[src/hw/taint_pkg.sv]
package taint_pkg;

    // data path and memory geometry
    localparam int DATA_W    = 16;
    localparam int ADDR_W    = 3;
    localparam int MEM_WORDS = 8;

    // tainted-word count must reach MEM_WORDS
    localparam int CNT_W = ADDR_W + 1;

    typedef enum logic [3:0] {
        OP_AND   = 4'd0,
        OP_OR    = 4'd1,
        OP_XOR   = 4'd2,
        OP_EQ    = 4'd3,
        OP_SHL   = 4'd4,
        OP_SHR   = 4'd5,
        OP_MUL   = 4'd6,
        OP_REDOR = 4'd7,
        OP_LOAD  = 4'd8,
        OP_STI   = 4'd9
    } op_e;

    // value with its shadow taint mask
    typedef struct packed {
        logic [DATA_W-1:0] value;
        logic [DATA_W-1:0] taint;
    } word_t;

    // one command, 45 bits
    typedef struct packed {
        op_e               op;
        logic [ADDR_W-1:0] dst;
        logic [ADDR_W-1:0] src_a;
        logic [ADDR_W-1:0] src_b;
        word_t             imm;
    } cmd_t;

    // one result, 35 bits
    typedef struct packed {
        logic [ADDR_W-1:0] addr;
        word_t             word;
    } res_t;

endpackage
[src/hw/taint_unit.sv]
`timescale 1ns/10ps

module taint_unit #(
    parameter int CMD_DEPTH   = 4,
    parameter int RES_CREDITS = 2
) (
    input  logic                        pos_clk,
    input  logic                        pos_arst,
    input  logic                        cmd_valid,
    input  taint_pkg::cmd_t             cmd,
    output logic                        cmd_credit,
    output logic                        res_valid,
    output taint_pkg::res_t             res,
    input  logic                        res_credit,
    output logic [taint_pkg::CNT_W-1:0] tainted_words
);

    taint_pkg::cmd_t              fifo_cmd;
    logic                         fifo_empty;
    logic                         fifo_pop;
    logic [taint_pkg::ADDR_W-1:0] rd_addr_a;
    logic [taint_pkg::ADDR_W-1:0] rd_addr_b;
    taint_pkg::word_t             rd_a;
    taint_pkg::word_t             rd_b;
    logic                         wr_en;
    logic [taint_pkg::ADDR_W-1:0] wr_addr;
    taint_pkg::word_t             wr_word;

    cmd_fifo #(
        .DEPTH (CMD_DEPTH)
    ) u_fifo (
        .pos_clk   (pos_clk),
        .pos_arst  (pos_arst),
        .push      (cmd_valid),
        .push_data (cmd),
        .pop       (fifo_pop),
        .pop_data  (fifo_cmd),
        .empty     (fifo_empty),
        .credit    (cmd_credit)
    );

    shadow_mem u_mem (
        .pos_clk       (pos_clk),
        .pos_arst      (pos_arst),
        .rd_addr_a     (rd_addr_a),
        .rd_addr_b     (rd_addr_b),
        .rd_a          (rd_a),
        .rd_b          (rd_b),
        .wr_en         (wr_en),
        .wr_addr       (wr_addr),
        .wr_word       (wr_word),
        .tainted_words (tainted_words)
    );

    taint_exec #(
        .RES_CREDITS (RES_CREDITS)
    ) u_exec (
        .pos_clk    (pos_clk),
        .pos_arst   (pos_arst),
        .fifo_empty (fifo_empty),
        .fifo_pop   (fifo_pop),
        .cmd        (fifo_cmd),
        .rd_addr_a  (rd_addr_a),
        .rd_addr_b  (rd_addr_b),
        .rd_a       (rd_a),
        .rd_b       (rd_b),
        .wr_en      (wr_en),
        .wr_addr    (wr_addr),
        .wr_word    (wr_word),
        .res_valid  (res_valid),
        .res        (res),
        .res_credit (res_credit)
    );

endmodule

[src/hw/taint_exec.sv]
`timescale 1ns/10ps

module taint_exec #(
    parameter int RES_CREDITS = 2
) (
    input  logic                         pos_clk,
    input  logic                         pos_arst,
    input  logic                         fifo_empty,
    output logic                         fifo_pop,
    input  taint_pkg::cmd_t              cmd,
    output logic [taint_pkg::ADDR_W-1:0] rd_addr_a,
    output logic [taint_pkg::ADDR_W-1:0] rd_addr_b,
    input  taint_pkg::word_t             rd_a,
    input  taint_pkg::word_t             rd_b,
    output logic                         wr_en,
    output logic [taint_pkg::ADDR_W-1:0] wr_addr,
    output taint_pkg::word_t             wr_word,
    output logic                         res_valid,
    output taint_pkg::res_t              res,
    input  logic                         res_credit
);

    localparam int CRED_W = $clog2(RES_CREDITS + 1);

    typedef enum logic [1:0] {
        ST_IDLE,
        ST_READ,
        ST_WRITE
    } state_e;

    state_e            state;
    taint_pkg::cmd_t   cmd_q;
    logic [CRED_W-1:0] res_cnt;
    logic              can_start;

    // a result credit is taken up front so the result never waits
    assign can_start = !fifo_empty && (res_cnt != '0);
    assign fifo_pop  = can_start && (state != ST_READ);

    always_ff @(posedge pos_clk or posedge pos_arst) begin
        if (pos_arst) begin
            state <= ST_IDLE;
        end else begin
            case (state)
                ST_IDLE:  state <= fifo_pop ? ST_READ : ST_IDLE;
                ST_READ:  state <= ST_WRITE;
                ST_WRITE: state <= fifo_pop ? ST_READ : ST_IDLE;
                default:  state <= ST_IDLE;
            endcase
        end
    end

    // held command
    always_ff @(posedge pos_clk) begin
        if (fifo_pop) begin
            cmd_q <= cmd;
        end
    end

    assign rd_addr_a = cmd_q.src_a;
    assign rd_addr_b = cmd_q.src_b;

    taint_alu u_alu (
        .op     (cmd_q.op),
        .dst    (cmd_q.dst),
        .a      (rd_a),
        .b      (rd_b),
        .imm    (cmd_q.imm),
        .y      (wr_word),
        .y_addr (wr_addr)
    );

    // read words are valid in the write state
    assign wr_en = (state == ST_WRITE);

    always_ff @(posedge pos_clk or posedge pos_arst) begin
        if (pos_arst) begin
            res_valid <= 1'b0;
        end else begin
            res_valid <= wr_en;
        end
    end

    always_ff @(posedge pos_clk) begin
        if (wr_en) begin
            res.addr <= wr_addr;
            res.word <= wr_word;
        end
    end

    // result credits
    always_ff @(posedge pos_clk or posedge pos_arst) begin
        if (pos_arst) begin
            res_cnt <= CRED_W'(RES_CREDITS);
        end else begin
            case ({res_credit, fifo_pop})
                2'b10:   res_cnt <= res_cnt + 1'b1;
                2'b01:   res_cnt <= res_cnt - 1'b1;
                default: res_cnt <= res_cnt;
            endcase
        end
    end

endmodule

[src/hw/taint_alu.sv]
`timescale 1ns/10ps

module taint_alu (
    input  taint_pkg::op_e               op,
    input  logic [taint_pkg::ADDR_W-1:0] dst,
    input  taint_pkg::word_t             a,
    input  taint_pkg::word_t             b,
    input  taint_pkg::word_t             imm,
    output taint_pkg::word_t             y,
    output logic [taint_pkg::ADDR_W-1:0] y_addr
);

    localparam int W = taint_pkg::DATA_W;

    logic [W-1:0] ta;
    logic [W-1:0] tb;
    logic [W-1:0] clean;
    logic [3:0]   shamt;
    logic         any_taint;

    assign ta        = a.taint;
    assign tb        = b.taint;
    // bits untainted in both operands
    assign clean     = ~(ta | tb);
    assign shamt     = b.value[3:0];
    assign any_taint = |{ta, tb};

    always_comb begin
        y = '0;
        case (op)
            taint_pkg::OP_AND: begin
                y.value = a.value & b.value;
                y.taint = (ta & b.value) | (tb & a.value) | (ta & tb);
            end
            taint_pkg::OP_OR: begin
                y.value = a.value | b.value;
                y.taint = (ta & ~b.value) | (tb & ~a.value) | (ta & tb);
            end
            taint_pkg::OP_EQ: begin
                y.value    = W'(a.value == b.value);
                // result can flip only if the clean bits already agree
                y.taint[0] = any_taint && ((a.value & clean) == (b.value & clean));
            end
            taint_pkg::OP_SHL: begin
                y.value = a.value << shamt;
                y.taint = (|tb) ? {W{1'b1}} : ta << shamt;
            end
            taint_pkg::OP_SHR: begin
                y.value = a.value >> shamt;
                y.taint = (|tb) ? {W{1'b1}} : ta >> shamt;
            end
            taint_pkg::OP_MUL: begin
                y.value = a.value * b.value;
                y.taint = {W{any_taint}};
            end
            taint_pkg::OP_REDOR: begin
                y.value    = W'(|a.value);
                // a clean one already decides the result
                y.taint[0] = (|ta) && !(|(~ta & a.value));
            end
            taint_pkg::OP_LOAD: begin
                y = imm;
            end
            taint_pkg::OP_STI: begin
                y.value = b.value;
                // tainted address spreads over the whole stored word
                y.taint = (|ta[taint_pkg::ADDR_W-1:0]) ? {W{1'b1}} : tb;
            end
            default: begin
                // xor, also the fallback rule
                y.value = a.value ^ b.value;
                y.taint = ta | tb;
            end
        endcase
    end

    // store-indirect takes its address from word a
    always_comb begin
        if (op == taint_pkg::OP_STI) begin
            y_addr = a.value[taint_pkg::ADDR_W-1:0];
        end else begin
            y_addr = dst;
        end
    end

endmodule

[src/hw/shadow_mem.sv]
`timescale 1ns/10ps

module shadow_mem (
    input  logic                         pos_clk,
    input  logic                         pos_arst,
    input  logic [taint_pkg::ADDR_W-1:0] rd_addr_a,
    input  logic [taint_pkg::ADDR_W-1:0] rd_addr_b,
    output taint_pkg::word_t             rd_a,
    output taint_pkg::word_t             rd_b,
    input  logic                         wr_en,
    input  logic [taint_pkg::ADDR_W-1:0] wr_addr,
    input  taint_pkg::word_t             wr_word,
    output logic [taint_pkg::CNT_W-1:0]  tainted_words
);

    taint_pkg::word_t mem [taint_pkg::MEM_WORDS];

    logic old_tainted;
    logic new_tainted;

    // entry taint before and after the write
    assign old_tainted = |mem[wr_addr].taint;
    assign new_tainted = |wr_word.taint;

    // storage, cleared so every word starts untainted
    always_ff @(posedge pos_clk or posedge pos_arst) begin
        if (pos_arst) begin
            for (int i = 0; i < taint_pkg::MEM_WORDS; i++) begin
                mem[i] <= '0;
            end
        end else if (wr_en) begin
            mem[wr_addr] <= wr_word;
        end
    end

    // registered read ports
    always_ff @(posedge pos_clk) begin
        rd_a <= mem[rd_addr_a];
        rd_b <= mem[rd_addr_b];
    end

    // count moves only when a word crosses between clean and tainted
    always_ff @(posedge pos_clk or posedge pos_arst) begin
        if (pos_arst) begin
            tainted_words <= '0;
        end else if (wr_en && (old_tainted != new_tainted)) begin
            if (new_tainted) begin
                tainted_words <= tainted_words + 1'b1;
            end else begin
                tainted_words <= tainted_words - 1'b1;
            end
        end
    end

endmodule

[src/hw/cmd_fifo.sv]
`timescale 1ns/10ps

module cmd_fifo #(
    parameter int DEPTH = 4
) (
    input  logic            pos_clk,
    input  logic            pos_arst,
    input  logic            push,
    input  taint_pkg::cmd_t push_data,
    input  logic            pop,
    output taint_pkg::cmd_t pop_data,
    output logic            empty,
    output logic            credit
);

    localparam int PTR_W = (DEPTH > 1) ? $clog2(DEPTH) : 1;
    localparam int OCC_W = $clog2(DEPTH + 1);

    taint_pkg::cmd_t  entries [DEPTH];
    logic [PTR_W-1:0] wr_ptr;
    logic [PTR_W-1:0] rd_ptr;
    logic [OCC_W-1:0] count;

    // sender credits keep pushes below DEPTH, no full check needed
    always_ff @(posedge pos_clk) begin
        if (push) begin
            entries[wr_ptr] <= push_data;
        end
    end

    always_ff @(posedge pos_clk or posedge pos_arst) begin
        if (pos_arst) begin
            wr_ptr <= '0;
            rd_ptr <= '0;
            count  <= '0;
            credit <= 1'b0;
        end else begin
            if (push) begin
                wr_ptr <= (wr_ptr == PTR_W'(DEPTH - 1)) ? '0 : wr_ptr + 1'b1;
            end
            if (pop) begin
                rd_ptr <= (rd_ptr == PTR_W'(DEPTH - 1)) ? '0 : rd_ptr + 1'b1;
            end
            case ({push, pop})
                2'b10:   count <= count + 1'b1;
                2'b01:   count <= count - 1'b1;
                default: count <= count;
            endcase
            // one credit back per freed slot, a cycle after the pop
            credit <= pop;
        end
    end

    assign pop_data = entries[rd_ptr];
    assign empty    = (count == '0);

endmodule

[config.mk]
export PLATFORM = sky130hd
export DESIGN_NAME = taint_unit
export DESIGN_NICKNAME = d
export VERILOG_FILES = /design/src/hw/taint_pkg.sv /design/src/hw/taint_unit.sv /design/src/hw/taint_exec.sv /design/src/hw/taint_alu.sv /design/src/hw/shadow_mem.sv /design/src/hw/cmd_fifo.sv
export SDC_FILE = /design/constraint.sdc
export NUM_CORES = 1
export LEC_CHECK = 0
export BUFFER_PORTS_ARGS = -buffer_cell sky130_fd_sc_hd__buf_2
export CAP_MARGIN = 25
export CELL_PAD_IN_SITES_DETAIL_PLACEMENT = 1
export CELL_PAD_IN_SITES_GLOBAL_PLACEMENT = 1
export CORE_MARGIN = 2
export CORE_UTILIZATION = 47
export DETAILED_ROUTE_END_ITERATION = 8
export PLACE_DENSITY_LB_ADDON = 0.1
export SLEW_MARGIN = 15
export SYNTH_ARGS = -nofsm -noshare
export SYNTH_HDL_FRONTEND = slang
export SYNTH_SLANG_ARGS = --single-unit
[constraint.sdc]
create_clock -name pos_clk -period 8.7 [get_ports pos_clk]
set_input_delay 1.74 -clock pos_clk [delete_from_list [all_inputs] [get_ports pos_clk]]
set_output_delay 1.74 -clock pos_clk [all_outputs]
set_load 0.01 [all_outputs]
# After elaboration in Yosys (flattened, before gate mapping)
# Memory sizes are Yosys's and may differ from the RTL's. A register that Yosys moved wholly into a read port is not among the register bits.
# Cells that the tools add are included.
# Widths: inputs -> output; s select.
# word_totals
register_bits	372
mem_bits_rw	180
input_bits	49
elab_cells	144
memories	1
# classes
addsub	8
n_mul	1
order_cmp	4
eq_ne	20
shift	4
muxes	28
bitwise	23
reduce_logical	24
# mem_list
memory	depth	width	read_ports	rd_ports_with_merged_regs	wr	line	source
u_fifo.entries	4	45	1	1	1	cmd_fifo.sv:19	taint_pkg::cmd_t entries [DEPTH];
# op_table
operator	n
$bmux 32 s3	3
$bwmux 256	1
$mux 32	5
$and 16x16->16	9
$pmux 16 s9	1
$pmux 15 s8	1
$demux 32 s3	1
$or 16x16->16	6
$reduce_or 16->1	6
$mux 16	5
$not 16->16	4
$eq 16x16->1	2
$reduce_or 32->1	1
$shl 16x4->16	2
$shr 16x4->16	2
$eq 4x3->1 const B	4
$mul 16x16->16	1
$xor 16x16->16	1
$ge 4x4->1 const B	3
$not 3->4	3
$eq 2x2->1 const B	5
$pmux 1 s9	1
$eq 4x4->1 const B	2
$pmux 2 s2	2
other kinds (25)	41

# Logic depth before layout (Yosys ltp)
# Gate-level depths: netlist of run 1.
# depth
depth_word	9
mapped_depth	27
depth_no_buf	21

# Hierarchy
# From an unflattened synthesis of run 1, not the netlist that was laid out.
# hier_totals
cells_unflattened	2672
hier_area_um2	34285.4
# modules_own_cells
module	n_inst	cells_per_inst	area_each_um2
shadow_mem	1	946	15275.9
taint_alu	1	1349	9361.5
cmd_fifo	1	274	6996.7
taint_exec	1	103	2651.3

# Least setup slack after synthesis of run 1
# No wires, ideal clock.
# synth_timing
kind	reg2reg
from	register u_mem.rd_b[18] (netlist name)
to	register u_exec.res[31] (netlist name)
setup_time_ps	273
t_arrival_ps	6492
slack_ps	1935
stages_incl_launch_ff	24
n_path_buf	6
period_less_slack_ps	6765
path_cell_list	dfxtp_1 > buf_2 > clkbuf_1 > clkbuf_1 > clkbuf_1 > buf_2 > buf_1 > nand2_1 > fa_1 > fa_1 > inv_1 > fa_1 > fa_1 > fa_1 > inv_1 > fa_1 > inv_1 > ha_1 > or2_2 > a21oi_1 > a21oi_1 > xnor2_1 > a211oi_2 > nor2_1

==> results of run 1 <==
cells in the final DEF (no fill, tap or decap), types with 18 or more instances in the layout:
cell       instances
nand2_1          469
dfrtp_1          270
edfxtp_1         260
mux4_2           189
nor2_1           169
mux2_2           169
inv_1            165
o21ai_0          140
ha_1              91
buf_2             90
fa_1              82
buf_4             73
clkbuf_16         69
a21oi_1           67
dfxtp_1           61
nor3_1            47
xnor2_1           46
mux2i_1           45
nor4_1            43
o31ai_1           29
xor2_1            24
nand3_1           21
nor2b_1           18
worst register-to-register path: stages, from the launching register on:
cell,delay [ns]
dfxtp_4,0.80
inv_2,0.43
nor2_1,0.27
fa_1,0.45
fa_1,0.45
ha_1,0.22
fa_1,0.46
fa_1,0.54
inv_1,0.05
fa_1,0.47
inv_1,0.04
ha_1,0.39
o211ai_1,0.14
a21boi_0,0.39
o31ai_1,0.18
a21oi_1,0.27
xnor2_1,0.14
a211oi_2,0.63
nor2_1,0.12
power by group through the flow:
stage / Combinational, mW / Sequential, mW / Clock, mW
after floorplan: 5.27 / 4.66 / 0
after global placement: 7.55 / 5.15 / 0
after detailed placement: 7.72 / 5.23 / 0
after CTS: 7.78 / 5.19 / 2.84
after global routing: 8.42 / 5.27 / 2.94
final: 7.91 / 5.18 / 2.79
area by class of cell:
class	count	share of cell area [%]
multi-input combinational	1923	44.4
timing repair buffer	169	3.00
clock inverter	28	0.722
sequential	597	42.0
inverter	183	1.82
clock buffer	92	4.94
tap	959	3.16
worst max-delay path by stage:
| stage | from | endpoint | cells past startpoint |
|---|---|---|---|
| floorplan | u_mem.rd_b[18] | u_exec.res[31] | 23 |
| global placement | u_mem.rd_b[18] | u_exec.res[27] | 17 |
| detailed placement | u_mem.rd_b[17] | u_exec.res[27] | 17 |
| CTS | u_mem.rd_b[17] | u_exec.res[27] | 17 |
| global route | u_mem.rd_b[17] | u_exec.res[31] | 20 |
| finish | u_mem.rd_b[17] | u_exec.res[31] | 18 |
layer usage:
| layer | wire, µm | GRT usage (%) |
|---|---|---|
| met5 | 23 | 0 |
| met4 | 5170 | 13.1 |
| met3 | 7180 | 4.76 |
| met2 | 58000 | 53.0 |
| met1 | 51400 | 44.4 |
flip-flops by register name, summed over array words and instances, names as in the netlist:
| register | count |
|---|---|
| u_mem.mem | 256 |
| u_fifo.entries | 180 |
| u_exec.cmd_q | 39 |
| u_exec.res | 35 |
| u_mem.rd_a | 32 |
| u_mem.rd_b | 32 |
| u_mem.tainted_words | 4 |
| u_exec.rd_addr_a | 3 |
| u_exec.rd_addr_b | 3 |
| u_fifo.count | 3 |
| u_exec.res_cnt | 2 |
| u_exec.state | 2 |
| u_fifo.rd_ptr | 2 |
| u_fifo.wr_ptr | 2 |
| u_exec.res_valid | 1 |
| u_fifo.credit | 1 |
cell usage after synthesis, types with 23 or more instances:
master and count:
inv_1 167, mux2_2 169, o31ai_1 29, dfxtp_1 64
xnor2_1 46, xor2_1 24, nor3_1 52, a21oi_1 67
fa_1 82, dfrtp_1 272, mux2i_1 45, nor4_1 43
nand3_1 23, clkbuf_1 130, ha_1 91, mux4_2 189
buf_1 30, nor2_1 169, edfxtp_1 260, nand2_1 471
o21ai_0 140, buf_2 29
kinds of logic after synthesis:
logic type | count (synthesis) | synth area share [%]
flops | 597 | 46.4
buf+inv | 390 | 4.74
fa+ha+maj | 173 | 8.11
xor+xnor | 70 | 1.79
simple gates | 854 | 11.1
compound gates | 416 | 8.28
mux | 410 | 19.5
==> impl_summary.md, run 1 <==
STA
On the final layout, the worst hold slack is 0.450 ns. The clock arrives with 0.0389 ns of skew. Setup slack on the critical path of the routed design comes to 1.96 ns.

The transition at the pin with the smallest max-transition slack is 1.09 ns. The number of endpoints failing setup at the final stage is 0. The worst slew margin relative to its limit is 27.6%. The final count of pins violating max slew was 0. The maximum clock frequency is 0.148 GHz.

The total negative slack for setup checks is 0 ns. Setup repair after global routing left no endpoint under its margin. The final hold violation count is 0. Subtracting the final worst setup slack from the clock period gives 6.74 ns.

The post-route fraction of the period consumed by the critical path is 77.4%.

Floorplan
The number of standard-cell rows in the floorplan is 99. The area of the die is 75100 µm². The standard cell core area is 72600 µm². Once the floorplan was initialized, standard cells occupied 47.2% of the core. The chip height is 274 µm.

The die width is 274 µm. For this design the top-level I/O count stands at 90.

Job
The max-capacitance violation count is 0.

CTS
The clock insertion delay at the later pin of the skew report is 0.62 ns. TritonCTS built the clock tree. The clock edge transition at the registers on the reported setup and hold paths is 0.07 ns.

The maximum level of the CTS H-tree is 3. The number of sinks driven by the clock tree is 597. The total of hold buffers inserted after clock tree synthesis is 0. The buffer cell driving the clock tree root is clkbuf_16. Buffers added to address setup during post-CTS repair amount to 0. The count of instances resized after the clock tree is built is 0. The number of buffers added by the clock tree synthesis step is 68. Counting along the longest clock path gives a buffer depth of 3.

Worst setup path
In this run the critical register-to-register path is launched from u_mem.rd_b[17]. The critical path is of the reg2reg type. In this design, the largest share of critical-path delay is due to adder cells. The setup slack of the worst register-to-register path is 1.96 ns. STA puts the critical path data required time at 9.04 ns. The largest single stage delay on the critical path is 0.80 ns. For the worst setup path, the data arrival time is 7.08 ns. The number of buffers and inverters on the critical path is 3. The critical path goes through inv_2 -> nor2_1 -> fa_1 -> fa_1 -> ha_1 -> fa_1 -> fa_1 -> inv_1 -> fa_1 -> inv_1 -> ha_1 -> o211ai_1 -> a21boi_0 -> o31ai_1 -> a21oi_1 -> xnor2_1 -> a211oi_2 -> nor2_1.

The cell type with the highest occurrence count on the critical path is fa_1. The highest net fanout along the worst path is 58. The nature of the critical path startpoint is a flip-flop.

The critical-path cell with the highest stage delay is dfxtp_4. The number of cells on the worst reg-to-reg path is 18. The critical path capture point type is a flip-flop.

The worst register-to-register path ends at u_exec.res[31].

Routing
Detailed routing inserted a total of 25200 vias. The first routing iteration left 2115 violations. The first-pass iteration count of the detailed router is 7.

The count of antenna-violating nets left after detailed routing is 0. After detailed routing, the total wire length is 122000 µm. After detailed routing, the average wire length per cell comes to 30.8 µm. For this run, design rule violations remaining after detail routing come to 0. Dividing the detail-routed via count by the number of cells gives 6.38.

Pwr
Dividing total power by cell area gives a power density of 419 nW/µm². The relative contribution of combinational cells to total power is 49.8%. Of the total power, the clock network draws 17.6%.

In this run switching power makes up 44.6% of total power. Internal power comes to 8.80 mW. For this design the total switching power over the nets is 7.08 mW. The share of total power dissipated in sequential elements is 32.6%. Summed over all cells, the static leakage comes to 15.4 nW. The peak supply drop is 0.226 mV. The total power after layout is 15.9 mW.

Logic synthesis
Among all flip-flop cells after synthesis, the most frequent one is dfrtp_1. Summing the sequential cell areas from Yosys gives 46.4% of the chip area. The total number of yosys warnings is 0.

The fraction of post-synthesis cell area in the top cell type by area is 22.8%. The unique cell type count in the Yosys netlist is 107. Synthesis produced a netlist whose cell count is 2910. The total standard cell area after synthesis is 34300 µm². The number of enable flip-flop cells after synthesis is 260. The synthesized net count is 3132. Yosys attributes the largest share of cell area to edfxtp_1, dfrtp_1, mux4_2, mux2_2, nand2_1. Of all flip-flops after synthesis, the portion carrying an async set or reset was 45.7%.

The flip-flop and latch count after synthesis is 597. A synthesized cell averages 11.8 µm². The synthesized design spends more area on one cell type than any other, namely edfxtp_1.

Hold path
The startpoint identified for the worst hold timing path is u_exec.state[1]. The worst hold-check path type is reg2reg. The end of the worst hold path is u_exec.state[1]. The worst hold path depth is 1.

Global routing
The number of global-route vias before repair is 26400. Entering global routing, the biggest net connects 162 pins. The initial antenna violation count is 2. The first global-routing pass estimated 180000 µm of wire.

Summed over all layers, the global routing overflow is 0. The global-route total usage across every layer is 32.7%.

Finish
The utilization of the core after routing is 52.3%. The number of inserted filler cells in the final layout is 7543. The area growth from synthesis to layout is 10.6%. The final cell area excluding filler cells is 37900 µm². In the final design database the tool counted 3164 nets. The final standard cell count with taps included and fillers excluded is 3951. Summing all multi-input logic gate instances after layout gives 16800 µm². The number of diodes added for antenna fixing is 0. In the final layout, the share of cells above drive strength 1 is 23.7%. The sequential cell area is 15900 µm².

Placement
Once placement finished, the instance area stood at 35700 µm². The half-perimeter wire length of the detailed placement result is 82800 µm. The number of port buffers is 89. After detailed placement, the design holds a cell count of 3825.

The final weighted congestion in routability-driven placement is 0.994. Prior to clock tree synthesis, the placed netlist has a worst setup slack of 2.03 ns.

Outcome
The flow ran to the end, and the final reports show no timing, DRC or antenna violations.
Note: power is estimated with default switching activity, not from simulation.
==> run 2: changes to the inputs <==
==> constraint.sdc (replaced) <==
create_clock -name pos_clk -period 5.7 [get_ports pos_clk]
set_input_delay 1.14 -clock pos_clk [delete_from_list [all_inputs] [get_ports pos_clk]]
set_output_delay 1.14 -clock pos_clk [all_outputs]
set_load 0.01 [all_outputs]
==> run 2 against run 1 <==
Wire length rose by 4.5%. Clock power up 60%. Worst setup slack got worse by 1.8 ns. Maximum frequency up 21%. Critical path depth stayed put. Die area stayed put. Final area grew 3.2%. Cell count grew 2.4%. Clock skew up 0.0042 ns. Non-clock buffer count is 89 higher. First-iteration DRC count grew 5.6%.
==> impl_summary.md, run 2 (synthesis results as in run 1) <==
Worst setup path
The critical path capture point type was a flip-flop (unchanged). The setup slack of the worst register-to-register path was 0.12 ns (was 1.96 ns). The startpoint of the worst-slack reg-to-reg timing path is u_mem.rd_b[19] (was u_mem.rd_b[17]). The reg-to-reg critical path endpoint is u_exec.res[28] (was u_exec.res[31]). The classification of the worst setup path is reg2reg (unchanged). The nature of the critical path startpoint is a flip-flop (unchanged).

The endpoint required time on the critical path is 6.04 ns (was 9.04 ns). The number of cells on the worst reg-to-reg path is 18 (unchanged). The critical path data arrival time is 5.93 ns (was 7.08 ns). The highest net fanout along the worst path is 6 (was 58).

Placement
The half-perimeter wire length of the detailed placement result is 90300 µm (was 82800 µm). The number of port buffers was 89 (unchanged). The cell area reported after detailed placement came to 36400 µm² (was 35700 µm²). The cell count after placement is 3905 (was 3825).

The final weighted congestion in routability-driven placement came to 1.01 (was 0.994). The worst setup timing slack at the placement stage is -0.330 ns (was 2.03 ns).

Global routing
The global-route total usage across every layer is 34.2% (was 32.7%). The maximum number of pins on one net before global-route repair is 120 (was 162). The global-route wire length before repair is 187000 µm (was 180000 µm). The initial antenna violation count is 2 (unchanged). The number of global-route vias before repair is 27300 (was 26400).

The global-route congestion overflow total is 0 (unchanged).

CTS
The maximum level of the CTS H-tree is 3 (unchanged). The number of sinks driven by the clock tree is 597 (unchanged). The clock tree buffer depth is 3 (unchanged). The total of hold buffers inserted after clock tree synthesis was 0 (unchanged). The buffer cell driving the clock tree root is clkbuf_16 (unchanged).

The number of buffers added by the clock tree synthesis step is 68 (unchanged). The clock edge transition at the registers on the reported setup and hold paths is 0.06 ns (was 0.07 ns). The TritonCTS clock tree was done (unchanged).

The clock insertion delay at the later pin of the skew report was 0.64 ns (was 0.62 ns).

Finish
Commonest cells after routing, fill and taps aside: nand2_1, dfrtp_1, edfxtp_1, mux4_2, mux2_2 (was nand2_1, dfrtp_1, edfxtp_1, mux4_2). The proportion of layout cells with a drive suffix above 1 came to 27.7% (was 23.7%). The utilization of the core after routing is 53.9% (was 52.3%). The leading cell type in the layout, fill and taps excluded is nand2_1 (unchanged). The final cell area excluding filler cells came to 39100 µm² (was 37900 µm²). The area growth from synthesis to final layout is 14.1% (was 10.6%). The flip-flop count of the largest register, all copies and words added came to 256 (unchanged). The final standard cell count with taps included and fillers excluded is 4047 (was 3951). The net count of the finished layout is 3254 (was 3164).

The register with the most flip-flops is u_mem.mem (unchanged). Registers with the most flip-flops: u_mem.mem (256), u_fifo.entries (180), u_exec.cmd_q (39) (unchanged).

Pwr
The relative contribution of sequential cells to total power is 31.2% (was 32.6%). The clock share of power is 17.5% (was 17.6%). The switching power total is 11.3 mW (was 7.08 mW). The leakage power figure is 15.9 nW (was 15.4 nW). The power density of the placed cells is 651 nW/µm² (was 419 nW/µm²). The net switching share of the total power is 44.6% (about the same). The total internal power came to 14.1 mW (was 8.80 mW).

The peak supply drop was 0.430 mV (was 0.226 mV). The relative contribution of combinational cells to total power is 51.3% (was 49.8%).

Job
The max-capacitance violation count is 0 (unchanged).

STA
The worst-case setup margin in the final layout is 0.118 ns (was 1.96 ns). The number of endpoints failing setup at the final stage is 0 (unchanged). The clock period minus worst slack came to 5.58 ns (was 6.74 ns).

The transition at the pin with the smallest max-transition slack is 1.08 ns (was 1.09 ns). The final count of pins violating max slew is 0 (unchanged). The maximum clock frequency is 0.179 GHz (was 0.148 GHz). The post-route fraction of the period consumed by the critical path is 97.9% (was 77.4%). The final hold violation count is 0 (unchanged).

The worst slew margin relative to its limit is 28.1% (was 27.6%). The worst clock skew on the final layout is 0.0432 ns (was 0.0389 ns).

Routing
The count of unresolved DRC violations after routing is 0 (unchanged). The vias per cell is 6.32 (was 6.38). The count of antenna-violating nets left after detailed routing is 0 (unchanged). The first-pass iteration count of the detailed router is 6 (was 7).

The number of vias after detailed routing is 25600 (was 25200). The DRC marker count from the first detailed-route iteration is 2233 (was 2115). The wire length per cell after detailed routing is 31.4 µm (was 30.8 µm). The total routed wirelength was 127000 µm (was 122000 µm).

Floorplan
The number of standard-cell rows in the floorplan is 99 (unchanged). The effective utilization at floorplan is 47.2% (unchanged). The standard cell core area is 72600 µm² (unchanged). The die width is 274 µm (unchanged). The chip height came to 274 µm (unchanged). The area of the die was 75100 µm² (unchanged). The number of top-level design ports is 90 (unchanged).

Hold path
The launch instance of the worst min-delay path is u_exec.state[1] (unchanged). The worst hold path depth came to 1 (unchanged). The end of the worst hold path is u_exec.state[1] (unchanged). The worst hold-check path type is reg2reg (unchanged).

Outcome
Run status: complete, no violations (unchanged).
## run 2: changes by cell type in the layout (fill, tap and decap cells not counted), moves of 7 or more
cell / change
buf_4: +73
ha_1: -7
buf_12: +9
buf_6: +7
dfxtp_1: -9
## run 2: final cells by class
cell class | instances | area, µm²
diodes | 1 | 2.50
clock buffers | 87 | 1880
clock inverters | 38 | 404
fillers | 7446 | 33500
inverters | 183 | 702
multi-input cells | 1924 | 17000
flip-flops and latches | 597 | 16000
well taps | 959 | 1200
repair buffers | 258 | 1940
## run 2: power groups by stage
| stage | Sequential (mW) | Combinational (mW) | Clock (mW) |
|---|---|---|---|
| floorplan | 7.12 | 8.19 | 0 |
| global placement | 7.89 | 12.2 | 0 |
| detailed placement | 8.02 | 12.5 | 0 |
| CTS | 7.97 | 12.7 | 4.54 |
| global route | 8.07 | 13.8 | 4.68 |
| finish | 7.94 | 13.1 | 4.46 |
## run 2: what timing repair did
| item | in CTS | in global routing |
|---|---|---|
| pin swaps | 3 | 17 |
| resized for setup | 12 | 52 |
| gates cloned | 1 | 0 |
| buffers inserted | 1 | 11 |
| setup endpoints to repair | 26 | 32 |
## run 2: through the flow
stage / power [mW] / hold slack (ns) / TNS, ns
2_1_floorplan: 15.3 / 0.405 / -0.134
3_3_place_gp: 20.1 / 0.429 / -0.770
3_5_place_dp: 20.5 / 0.436 / -3.10
4_1_cts: 25.2 / 0.454 / 0
5_1_grt: 26.6 / 0.463 / -0.105
6_report: 25.5 / 0.453 / 0
## run 2: worst max-delay path, cell delays in order, from the launching register on
cell      delay, ns
dfxtp_4        0.38
buf_8          0.13
nand2_1        0.08
fa_1           0.52
fa_1           0.58
fa_1           0.45
fa_1           0.52
inv_1          0.05
fa_1           0.47
inv_1          0.05
fa_1           0.48
inv_1          0.07
ha_4           0.24
and3_4         0.18
a211oi_4       0.31
xor2_4         0.29
o221ai_4       0.20
o21ai_4        0.21
inv_1          0.09
## run 2: metal layers
metal | up-vias | part of all wire [%] | global-route usage, %
met4 | 0 | 4.8 | 14.2
li1 | 10800 | - | -
met3 | 298 | 6.1 | 4.97
met2 | 1008 | 48 | 55.9
met1 | 13500 | 41 | 46.0
met5 | - | 0 | 0
## run 2: how the worst max path moves through the flow
stage                           to           start  slack [ns]
CTS                 u_exec.res[28]  u_mem.rd_a[21]      0.0006
floorplan           u_exec.res[31]  u_mem.rd_b[17]        -0.1
global placement    u_exec.res[28]  u_mem.rd_b[20]       -0.13
global route         u_mem.mem[63]  u_mem.rd_b[20]       -0.02
detailed placement  u_exec.res[28]  u_mem.rd_a[21]       -0.33
finish              u_exec.res[28]  u_mem.rd_b[19]        0.12
